### src/verilog/tile_pkg.sv
// Shared definitions for the tile memory dispatch
// Address and data widths, memory map and local device numbers
// Opcode enum, address union, message struct and target index
package tile_pkg;

  localparam int paddr_width_c   = 40;
  localparam int data_width_c    = 64;
  localparam int dev_field_lsb_c = 20;
  localparam int num_targets_c   = 4;

  // Everything below this address is tile-local
  localparam logic [paddr_width_c-1:0] dram_base_addr_c = 40'h00_8000_0000;

  localparam logic [3:0] clint_dev_c = 4'd1;
  localparam logic [3:0] cfg_dev_c   = 4'd2;
  localparam logic [3:0] cache_dev_c = 4'd3;

  typedef enum logic [1:0] {
    mem_op_read  = 2'b00,
    mem_op_write = 2'b01
  } mem_op_e;

  // Raw view for the DRAM compare, local view for device decode
  typedef union packed {
    logic [paddr_width_c-1:0] raw;
    struct packed {
      logic [paddr_width_c-dev_field_lsb_c-5:0] upper;
      logic [3:0]                               dev;
      logic [dev_field_lsb_c-1:0]               offset;
    } loc;
  } mem_addr_u;

  typedef struct packed {
    mem_op_e                 op;
    mem_addr_u               addr;
    logic [data_width_c-1:0] data;
  } mem_msg_s;

  // Index is also the response priority, lowest first
  typedef enum logic [1:0] {
    tgt_cache    = 2'd0,
    tgt_cfg      = 2'd1,
    tgt_clint    = 2'd2,
    tgt_loopback = 2'd3
  } target_e;

endpackage
### src/verilog/mem_dev_if.sv
// Command/response channel between dispatch logic and one device
// Commands use valid/ready, responses use valid/yumi
`timescale 1ns/1ps

interface mem_dev_if
  import tile_pkg::*;
();

  mem_msg_s cmd;
  logic     cmd_v;
  logic     cmd_ready;

  mem_msg_s resp;
  logic     resp_v;
  logic     resp_yumi;

  modport dispatch (
    output cmd,
    output cmd_v,
    input  cmd_ready,
    input  resp,
    input  resp_v,
    output resp_yumi
  );

  modport device (
    input  cmd,
    input  cmd_v,
    output cmd_ready,
    output resp,
    output resp_v,
    input  resp_yumi
  );

endinterface

### src/verilog/tile_mem_top.sv
// Tile memory dispatch top level
// Command decode, four targets and response merge
// External memory target is mapped onto plain ports
`timescale 1ns/1ps

module tile_mem_top
  import tile_pkg::*;
#(
  parameter int cfg_regs_p = 8
)
(
  input  logic                     clk_i,
  input  logic                     arst_n_i,

  input  logic                     cmd_v_i,
  output logic                     cmd_ready_o,
  input  mem_op_e                  cmd_op_i,
  input  logic [paddr_width_c-1:0] cmd_addr_i,
  input  logic [data_width_c-1:0]  cmd_data_i,

  output logic                     resp_v_o,
  input  logic                     resp_ready_i,
  output mem_op_e                  resp_op_o,
  output logic [paddr_width_c-1:0] resp_addr_o,
  output logic [data_width_c-1:0]  resp_data_o,

  output logic                     mem_cmd_v_o,
  input  logic                     mem_cmd_ready_i,
  output mem_op_e                  mem_cmd_op_o,
  output logic [paddr_width_c-1:0] mem_cmd_addr_o,
  output logic [data_width_c-1:0]  mem_cmd_data_o,

  input  logic                     mem_resp_v_i,
  output logic                     mem_resp_yumi_o,
  input  mem_op_e                  mem_resp_op_i,
  input  logic [paddr_width_c-1:0] mem_resp_addr_i,
  input  logic [data_width_c-1:0]  mem_resp_data_i,

  output logic                     timer_irq_o,
  output logic                     software_irq_o,
  output logic                     external_irq_o
);

  mem_msg_s cmd_li;
  mem_msg_s resp_lo;
  mem_msg_s ext_resp_li;

  mem_dev_if tgt_if [num_targets_c] ();

  assign cmd_li.op       = cmd_op_i;
  assign cmd_li.addr.raw = cmd_addr_i;
  assign cmd_li.data     = cmd_data_i;

  assign resp_op_o   = resp_lo.op;
  assign resp_addr_o = resp_lo.addr.raw;
  assign resp_data_o = resp_lo.data;

  mem_cmd_dispatch dispatch_i (
    .cmd_v_i    (cmd_v_i),
    .cmd_i      (cmd_li),
    .cmd_ready_o(cmd_ready_o),
    .tgt        (tgt_if)
  );

  mem_resp_merge merge_i (
    .clk_i       (clk_i),
    .arst_n_i    (arst_n_i),
    .tgt         (tgt_if),
    .resp_v_o    (resp_v_o),
    .resp_ready_i(resp_ready_i),
    .resp_o      (resp_lo)
  );

  cfg_slice #(
    .cfg_regs_p(cfg_regs_p)
  ) cfg_i (
    .clk_i   (clk_i),
    .arst_n_i(arst_n_i),
    .bus     (tgt_if[tgt_cfg])
  );

  clint_slice clint_i (
    .clk_i         (clk_i),
    .arst_n_i      (arst_n_i),
    .bus           (tgt_if[tgt_clint]),
    .timer_irq_o   (timer_irq_o),
    .software_irq_o(software_irq_o),
    .external_irq_o(external_irq_o)
  );

  loopback_slice loopback_i (
    .clk_i   (clk_i),
    .arst_n_i(arst_n_i),
    .bus     (tgt_if[tgt_loopback])
  );

  // Cache target goes straight out to external memory
  assign mem_cmd_v_o    = tgt_if[tgt_cache].cmd_v;
  assign mem_cmd_op_o   = tgt_if[tgt_cache].cmd.op;
  assign mem_cmd_addr_o = tgt_if[tgt_cache].cmd.addr.raw;
  assign mem_cmd_data_o = tgt_if[tgt_cache].cmd.data;
  assign tgt_if[tgt_cache].cmd_ready = mem_cmd_ready_i;

  assign ext_resp_li.op       = mem_resp_op_i;
  assign ext_resp_li.addr.raw = mem_resp_addr_i;
  assign ext_resp_li.data     = mem_resp_data_i;

  assign tgt_if[tgt_cache].resp   = ext_resp_li;
  assign tgt_if[tgt_cache].resp_v = mem_resp_v_i;
  assign mem_resp_yumi_o          = tgt_if[tgt_cache].resp_yumi;

endmodule

### src/verilog/loopback_slice.sv
// Loopback device for unmapped local addresses
// Answers every command with its opcode and address and zero data
`timescale 1ns/1ps

module loopback_slice
  import tile_pkg::*;
(
  input  logic      clk_i,
  input  logic      arst_n_i,
  mem_dev_if.device bus
);

  logic      cmd_v_r;
  logic      resp_v_r;
  mem_op_e   op_r;
  mem_addr_u addr_r;
  logic      accept;

  assign bus.cmd_ready = ~cmd_v_r & ~resp_v_r;
  assign accept        = bus.cmd_v & bus.cmd_ready;

  always_ff @(posedge clk_i or negedge arst_n_i)
  begin
    if (!arst_n_i)
    begin
      cmd_v_r  <= 1'b0;
      resp_v_r <= 1'b0;
    end
    else
    begin
      cmd_v_r <= accept;
      if (cmd_v_r)
        resp_v_r <= 1'b1;
      else if (bus.resp_yumi)
        resp_v_r <= 1'b0;
    end
  end

  // Fields only change on accept, so they hold until yumi
  always_ff @(posedge clk_i)
  begin
    if (accept)
    begin
      op_r   <= bus.cmd.op;
      addr_r <= bus.cmd.addr;
    end
  end

  assign bus.resp   = '{op: op_r, addr: addr_r, data: '0};
  assign bus.resp_v = resp_v_r;

endmodule

### src/verilog/cfg_slice.sv
// Configuration register slice
// cfg_regs_p words, indexed by offset in 8-byte steps
// Writes store and echo the data, reads return the stored word
`timescale 1ns/1ps

module cfg_slice
  import tile_pkg::*;
#(
  parameter int cfg_regs_p = 8
)
(
  input  logic      clk_i,
  input  logic      arst_n_i,
  mem_dev_if.device bus
);

  localparam int idx_width_lp = $clog2(cfg_regs_p);

  logic                    cmd_v_r;
  mem_msg_s                cmd_r;
  logic                    resp_v_r;
  mem_msg_s                resp_r;
  logic [data_width_c-1:0] regs_r [cfg_regs_p];
  logic [idx_width_lp-1:0] idx;
  logic                    accept;
  logic                    wr_en;

  assign bus.cmd_ready = ~cmd_v_r & ~resp_v_r;
  assign accept        = bus.cmd_v & bus.cmd_ready;

  // Word index wraps on the register count
  assign idx   = cmd_r.addr.loc.offset[3 +: idx_width_lp];
  assign wr_en = cmd_v_r & (cmd_r.op == mem_op_write);

  always_ff @(posedge clk_i or negedge arst_n_i)
  begin
    if (!arst_n_i)
    begin
      cmd_v_r  <= 1'b0;
      resp_v_r <= 1'b0;
      for (int i = 0; i < cfg_regs_p; i++)
        regs_r[i] <= '0;
    end
    else
    begin
      cmd_v_r <= accept;
      if (cmd_v_r)
        resp_v_r <= 1'b1;
      else if (bus.resp_yumi)
        resp_v_r <= 1'b0;
      if (wr_en)
        regs_r[idx] <= cmd_r.data;
    end
  end

  always_ff @(posedge clk_i)
  begin
    if (accept)
      cmd_r <= bus.cmd;
    if (cmd_v_r)
    begin
      resp_r.op   <= cmd_r.op;
      resp_r.addr <= cmd_r.addr;
      resp_r.data <= wr_en ? cmd_r.data : regs_r[idx];
    end
  end

  assign bus.resp   = resp_r;
  assign bus.resp_v = resp_v_r;

endmodule

### src/verilog/clint_slice.sv
// Core-local interrupter
// mtime, mtimecmp, msip and meip registers behind one command port
// Timer, software and external interrupt outputs
`timescale 1ns/1ps

module clint_slice
  import tile_pkg::*;
(
  input  logic      clk_i,
  input  logic      arst_n_i,
  mem_dev_if.device bus,
  output logic      timer_irq_o,
  output logic      software_irq_o,
  output logic      external_irq_o
);

  logic                    cmd_v_r;
  mem_msg_s                cmd_r;
  logic                    resp_v_r;
  mem_msg_s                resp_r;
  logic [data_width_c-1:0] mtime_r;
  logic [data_width_c-1:0] mtimecmp_r;
  logic                    msip_r;
  logic                    meip_r;
  logic                    accept;
  logic                    wr_en;
  logic [1:0]              reg_sel;
  logic [data_width_c-1:0] rd_data;

  assign bus.cmd_ready = ~cmd_v_r & ~resp_v_r;
  assign accept        = bus.cmd_v & bus.cmd_ready;

  // Offsets 0x0, 0x8, 0x10, 0x18
  assign reg_sel = cmd_r.addr.loc.offset[4:3];
  assign wr_en   = cmd_v_r & (cmd_r.op == mem_op_write);

  always_comb
  begin
    case (reg_sel)
      2'd0:    rd_data = mtime_r;
      2'd1:    rd_data = mtimecmp_r;
      2'd2:    rd_data = {{(data_width_c-1){1'b0}}, msip_r};
      default: rd_data = {{(data_width_c-1){1'b0}}, meip_r};
    endcase
  end

  always_ff @(posedge clk_i or negedge arst_n_i)
  begin
    if (!arst_n_i)
    begin
      cmd_v_r    <= 1'b0;
      resp_v_r   <= 1'b0;
      mtime_r    <= '0;
      mtimecmp_r <= '1;
      msip_r     <= 1'b0;
      meip_r     <= 1'b0;
    end
    else
    begin
      cmd_v_r <= accept;
      if (cmd_v_r)
        resp_v_r <= 1'b1;
      else if (bus.resp_yumi)
        resp_v_r <= 1'b0;
      // Free-running unless software loads it
      if (wr_en && reg_sel == 2'd0)
        mtime_r <= cmd_r.data;
      else
        mtime_r <= mtime_r + 1'b1;
      if (wr_en && reg_sel == 2'd1)
        mtimecmp_r <= cmd_r.data;
      if (wr_en && reg_sel == 2'd2)
        msip_r <= cmd_r.data[0];
      if (wr_en && reg_sel == 2'd3)
        meip_r <= cmd_r.data[0];
    end
  end

  always_ff @(posedge clk_i)
  begin
    if (accept)
      cmd_r <= bus.cmd;
    if (cmd_v_r)
    begin
      resp_r.op   <= cmd_r.op;
      resp_r.addr <= cmd_r.addr;
      resp_r.data <= wr_en ? cmd_r.data : rd_data;
    end
  end

  assign bus.resp   = resp_r;
  assign bus.resp_v = resp_v_r;

  assign timer_irq_o    = (mtime_r >= mtimecmp_r);
  assign software_irq_o = msip_r;
  assign external_irq_o = meip_r;

endmodule

### src/verilog/mem_resp_merge.sv
// Response merge for the four targets
// Fixed-priority arbiter, lowest index first, grant is the yumi
// One-hot response select and two-entry response FIFO
`timescale 1ns/1ps

module mem_resp_merge
  import tile_pkg::*;
(
  input  logic        clk_i,
  input  logic        arst_n_i,
  mem_dev_if.dispatch tgt [num_targets_c],
  output logic        resp_v_o,
  input  logic        resp_ready_i,
  output mem_msg_s    resp_o
);

  localparam int msg_width_lp = $bits(mem_msg_s);

  logic [num_targets_c-1:0] req;
  logic [num_targets_c-1:0] grant;
  logic [msg_width_lp-1:0]  resp_bits [num_targets_c];
  logic [msg_width_lp-1:0]  sel_bits;

  logic       fifo_ready;
  logic       push;
  logic       pop;
  logic       wr_ptr;
  logic       rd_ptr;
  logic [1:0] count;
  mem_msg_s   fifo_mem [2];

  for (genvar i = 0; i < num_targets_c; i++)
  begin : g_tgt
    assign req[i]         = tgt[i].resp_v;
    assign resp_bits[i]   = tgt[i].resp;
    assign tgt[i].resp_yumi = grant[i];
  end

  assign fifo_ready = (count != 2'd2);

  // Isolate the lowest set request bit
  assign grant = fifo_ready ? (req & (~req + 1'b1)) : '0;

  always_comb
  begin
    sel_bits = '0;
    for (int i = 0; i < num_targets_c; i++)
    begin
      if (grant[i])
        sel_bits = sel_bits | resp_bits[i];
    end
  end

  assign push = |grant;
  assign pop  = resp_v_o & resp_ready_i;

  always_ff @(posedge clk_i or negedge arst_n_i)
  begin
    if (!arst_n_i)
    begin
      wr_ptr <= 1'b0;
      rd_ptr <= 1'b0;
      count  <= 2'd0;
    end
    else
    begin
      wr_ptr <= wr_ptr ^ push;
      rd_ptr <= rd_ptr ^ pop;
      count  <= count + {1'b0, push} - {1'b0, pop};
    end
  end

  always_ff @(posedge clk_i)
  begin
    if (push)
      fifo_mem[wr_ptr] <= mem_msg_s'(sel_bits);
  end

  assign resp_v_o = (count != 2'd0);
  assign resp_o   = fifo_mem[rd_ptr];

endmodule

### src/verilog/mem_cmd_dispatch.sv
// Command dispatch for the tile memory map
// Address decode into cache, cfg, clint or loopback target
// Valid steering and ready combining over all targets
`timescale 1ns/1ps

module mem_cmd_dispatch
  import tile_pkg::*;
(
  input  logic        cmd_v_i,
  input  mem_msg_s    cmd_i,
  output logic        cmd_ready_o,
  mem_dev_if.dispatch tgt [num_targets_c]
);

  mem_addr_u                addr;
  logic                     is_local;
  logic [num_targets_c-1:0] sel;
  logic [num_targets_c-1:0] ready;

  assign addr     = cmd_i.addr;
  assign is_local = (addr.raw < dram_base_addr_c);

  // Exactly one target per command
  always_comb
  begin
    sel = '0;
    if (!is_local || addr.loc.dev == cache_dev_c)
      sel[tgt_cache] = 1'b1;
    else if (addr.loc.dev == cfg_dev_c)
      sel[tgt_cfg] = 1'b1;
    else if (addr.loc.dev == clint_dev_c)
      sel[tgt_clint] = 1'b1;
    else
      sel[tgt_loopback] = 1'b1;
  end

  for (genvar i = 0; i < num_targets_c; i++)
  begin : g_tgt
    assign tgt[i].cmd = cmd_i;
    // Only hand over when every target can take it
    assign tgt[i].cmd_v = cmd_v_i & sel[i] & cmd_ready_o;
    assign ready[i]     = tgt[i].cmd_ready;
  end

  assign cmd_ready_o = &ready;

endmodule

### config.mk
export PLATFORM = sky130hd
export DESIGN_NAME = tile_mem_top
export DESIGN_NICKNAME = d
export VERILOG_FILES = /design/src/verilog/tile_pkg.sv /design/src/verilog/mem_dev_if.sv /design/src/verilog/tile_mem_top.sv /design/src/verilog/loopback_slice.sv /design/src/verilog/cfg_slice.sv /design/src/verilog/clint_slice.sv /design/src/verilog/mem_resp_merge.sv /design/src/verilog/mem_cmd_dispatch.sv
export SDC_FILE = /design/constraint.sdc
export NUM_CORES = 2
export LEC_CHECK = 0
export BUFFER_PORTS_ARGS = -buffer_cell sky130_fd_sc_hd__buf_2
export CORE_MARGIN = 2
export CORE_UTILIZATION = 38
export DETAILED_ROUTE_END_ITERATION = 7
export GPL_TIMING_DRIVEN = 0
export REMOVE_ABC_BUFFERS = 1
export SYNTH_ARGS = -nofsm -noshare
export SYNTH_HDL_FRONTEND = slang
export SYNTH_SLANG_ARGS = --single-unit
### constraint.sdc
create_clock -name clk_i -period 15.1 [get_ports clk_i]
set_clock_uncertainty 0.05 [all_clocks]
set_input_delay 0.755 -clock clk_i [delete_from_list [all_inputs] [get_ports clk_i]]
set_output_delay 0.755 -clock clk_i [all_outputs]
set_load 0.01 [all_outputs]
==> flow_metrics.py <==
metrics = {
    "sta": {
        "finalHoldViolations": 0,
        "worst_pin_slew_ns": 1.54,
        "min_period_over_period": 0.298,
        "finalSetupViolCount": 0,
        "timing.fmax_mhz": 222,
        "min_period_ns": 4.50,
        "slew_viol_final": 11,
        "rsz0062_at_grt": "false",
        "layout_setup_ws_ns": 10.60,
        "slew_headroom": -0.0286,
    },
    "status": {
        "status": "finished, violations left",
        "violations": "max-capacitance violations, max-slew violations",
    },
    "detailed_routing": {
        "dr.pass1.iters": 8,
        "met1_length_microns": 68500,
        "drcViolationCount": 0,
        "via_per_inst": 5.35,
        "totalWireLength_microns": 159000,
        "routedWlPerCell_microns": 24.3,
        "ant_nets": 0,
        "drtIter0Drc": 2553,
        "route.met3.wl_microns": 10300,
        "top_layer": "met5",
        "wl_met2_microns": 76000,
        "vias": 35000,
    },
    "worst_setup_path": {
        "cp-start-kind": "register",
        "cp_max_fo": 4,
        "reg2reg_from": "cfg_i.cmd_v_r",
        "r2r_cells": 8,
        "required_ns": 14.30,
        "end_kind": "output port",
        "r2r_slack_ns": 10.73,
        "r2r_end": "cfg_i.regs_r[397]",
        "crit_arrival_ns": 3.69,
        "path_class": "reg2out",
    },
    "pwr": {
        "p_switching_mw": 2.19,
        "finalPower_mw": 8.79,
        "p_int_mw": 6.60,
        "combPwrFrac": 0.124,
        "switching_share": 0.249,
        "power_density_nw_per_um2": 130,
        "p_seq_frac": 0.475,
        "leakage_nw": 28.8,
        "peakVddDrop_mv": 0.116,
        "clockPowerShare": 0.402,
    },
    "worst_hold_path": {
        "hp-class": "in2reg",
        "min_to": "loopback_i.addr_r[11]",
        "hold_path_depth": 1,
        "min_from": "cmd_addr_i[11]",
    },
    "job": {
        "cap_viol_max_count": 1,
    },
    "yosys": {
        "ys_ff_latch": 1330,
        "synth_cells": 4025,
        "yosysUniqueCellTypes": 57,
        "ys.flop_type": "edfxtp_1",
        "synth-edff-count": 678,
        "synthArstFlopShare": 0.490,
        "synth.avg_cell_area_sq_um": 14.2,
        "yosysWarnings": 0,
        "ys_seq_area_frac": 0.642,
        "netlist_area_sq_um": 57300,
    },
    "global_route": {
        "antenna_found_initial": 7,
        "grt_pass1_wl_microns": 233000,
        "grt_pass1_vias": 35400,
        "gr-usage-all-layers": 0.206,
        "grt_max_degree": 118,
        "overflow": 0,
    },
    "cts": {
        "cts-root-buf": "clkbuf_16",
        "ctsLongestPathBuffers": 3,
        "cts_tree": "done",
        "worst_skew_pair.late_latency_ns": 0.79,
        "cts_inserted_buffers": 146,
        "post_cts_buffers": 0,
        "htree_levels": 4,
        "clock_sinks": 1330,
        "cts.clk_slew.worst_paths_ns": 0.06,
    },
    "floorplan": {
        "dieArea_sq_um": 154000,
        "io_pins": 437,
        "die_width_microns": 392,
        "rows": 142,
        "start_util": 0.382,
        "die_h_microns": 392,
        "coreArea_sq_um": 150000,
    },
    "placed_design": {
        "pre_cts_ws_ns": 10.69,
        "dp_hpwl_microns": 108000,
        "gp_congestion": 0.828,
        "portBuffers": 436,
        "dp_cells": 6269,
    },
    "cells_and_area": {
        "area_growth_pct": 18.5,
        "drive_above_1_share": 0.357,
        "fin_cells": 6544,
        "nets": 4689,
        "utilization": 0.453,
    },
}
## power groups by stage
| stage | Sequential (mW) | Combinational [mW] | Clock, mW |
|---|---|---|---|
| 2_1_floorplan | 4.27 | 0.528 | 0 |
| 3_3_place_gp | 4.34 | 1.03 | 0 |
| 3_5_place_dp | 4.25 | 1.11 | 0 |
| 4_1_cts | 4.18 | 1.12 | 3.62 |
| 5_1_grt | 4.19 | 1.18 | 3.76 |
| 6_report | 4.17 | 1.09 | 3.53 |
## state kept, by name, indices dropped and copies added, names as in the netlist, 2 cells and up
register	cells
cfg_i.bus.resp	106
merge_i.fifo_mem	212
cfg_i.regs_r	512
loopback_i.addr_r	40
cfg_i.cmd_r	106
clint_i.mtime_r	64
clint_i.bus.resp	106
clint_i.cmd_r	106
clint_i.mtimecmp_r	64
loopback_i.op_r	2
merge_i.count	2
## through the flow
step                hold slack, ns   TNS, ns  cell area (sq um)
floorplan                    0.350         0              55500
global placement             0.350  -5126.12              60200
detailed placement           0.355         0              63100
CTS                         0.0965         0              67900
global route                 0.124         0              67900
finish                       0.154         0              67900
## layout by cell type, fill, tap and decap left out, types with 12 or more instances in the layout
cell	count
a22o_1	18
clkinv_1	24
dfstp_2	64
buf_4	33
o211ai_1	12
a211oi_1	13
mux2i_1	128
a21oi_1	133
clkbuf_8	15
inv_1	142
dfrtp_1	585
o31ai_1	63
a221oi_1	19
o21ai_0	130
xor2_1	24
mux4_2	53
buf_6	13
buf_8	14
a22oi_1	121
nand4_1	30
clkinv_2	21
xnor2_1	26
ha_1	67
edfxtp_1	678
mux2_2	674
nand3_1	45
nor2_1	136
clkbuf_1	34
clkbuf_16	151
a222oi_1	64
and3_1	13
a31oi_1	14
nand2_1	295
buf_2	435
buf_12	15
nor3_1	12
buf_16	66
## cell usage after synthesis, types with 18 or more instances
| cell | count | area share |
|---|---|---|
| nor2_1 | 141 | 0.0092 |
| inv_1 | 142 | 0.0093 |
| o31ai_1 | 63 | 0.0083 |
| and3_1 | 19 | 0.0021 |
| mux2i_1 | 128 | 0.022 |
| a22o_1 | 18 | 0.0028 |
| ha_1 | 69 | 0.015 |
| a222oi_1 | 64 | 0.011 |
| nand4_1 | 30 | 0.0033 |
| a221oi_1 | 19 | 0.0029 |
| o21ai_0 | 130 | 0.011 |
| a22oi_1 | 121 | 0.016 |
| xnor2_1 | 26 | 0.0040 |
| buf_1 | 28 | 0.0018 |
| clkbuf_1 | 201 | 0.013 |
| nand3_1 | 45 | 0.0039 |
| xor2_1 | 24 | 0.0037 |
| buf_4 | 107 | 0.014 |
| edfxtp_1 | 678 | 0.36 |
| mux2_2 | 674 | 0.13 |
| nand2_1 | 298 | 0.020 |
| dfstp_2 | 64 | 0.029 |
| mux4_2 | 53 | 0.021 |
| a21oi_1 | 133 | 0.012 |
| dfrtp_1 | 588 | 0.26 |
## per-layer routing
metal  track usage  vias to the layer above
met2         0.339                     1051
met1         0.275                    18000
li1              -                    15700
met4        0.0593                        8
met5             0                        -
met3        0.0412                      207
## what timing repair did
item	in CTS	in global routing
gates resized for setup	0	0
hold endpoints to repair	28	0
hold buffers	1	0
## worst max-delay path, stage by stage, from the launching register on
cell and delay [ns]:
dfstp_2 0.53, inv_1 0.05, ha_1 0.32, nand4_1 0.18, nor4_1 0.86, o311a_1 0.44, o41ai_1 0.15, nand2_1 0.20
buf_2 0.17
## cells by family after synthesis
family	count (synthesis)	share of synthesized area
and+or+nand+nor	615	0.0480
AOI/OAI and AO/OA	616	0.0723
muxes	855	0.176
buffers and inverters	490	0.0394
xor gates and xnor gates	50	0.00765
DFF	1330	0.642
adders and majority gates	69	0.0151
## cell type report
type,count,area (sq um)
Tap cell,2016,2520
Clock buffer,200,4110
Multi-Input combinational cell,2205,18400
Inverter,142,533
Clock inverter,69,612
Sequential cell,1330,36800
Timing Repair Buffer,577,4910
Antenna cell,5,12.5
Fill cell,13300,81900
## worst max-delay path by stage
stage,cells after the start,slack [ns],start,endpoint
CTS,8,10.67,cfg_i.cmd_v_r,cfg_i.regs_r[385]
global route,8,10.53,cfg_i.cmd_v_r,cfg_i.regs_r[392]
floorplan,4,1.57,clint_i.cmd_v_r,clint_i.cmd_v_r
finish,8,10.60,clint_i.mtimecmp_r[30],timer_irq_o
detailed placement,8,10.69,cfg_i.cmd_v_r,cfg_i.regs_r[426]
global placement,4,-10.94,mem_resp_v_i,merge_i.fifo_mem[0][63]
Note: power is estimated with default switching activity, not from simulation.
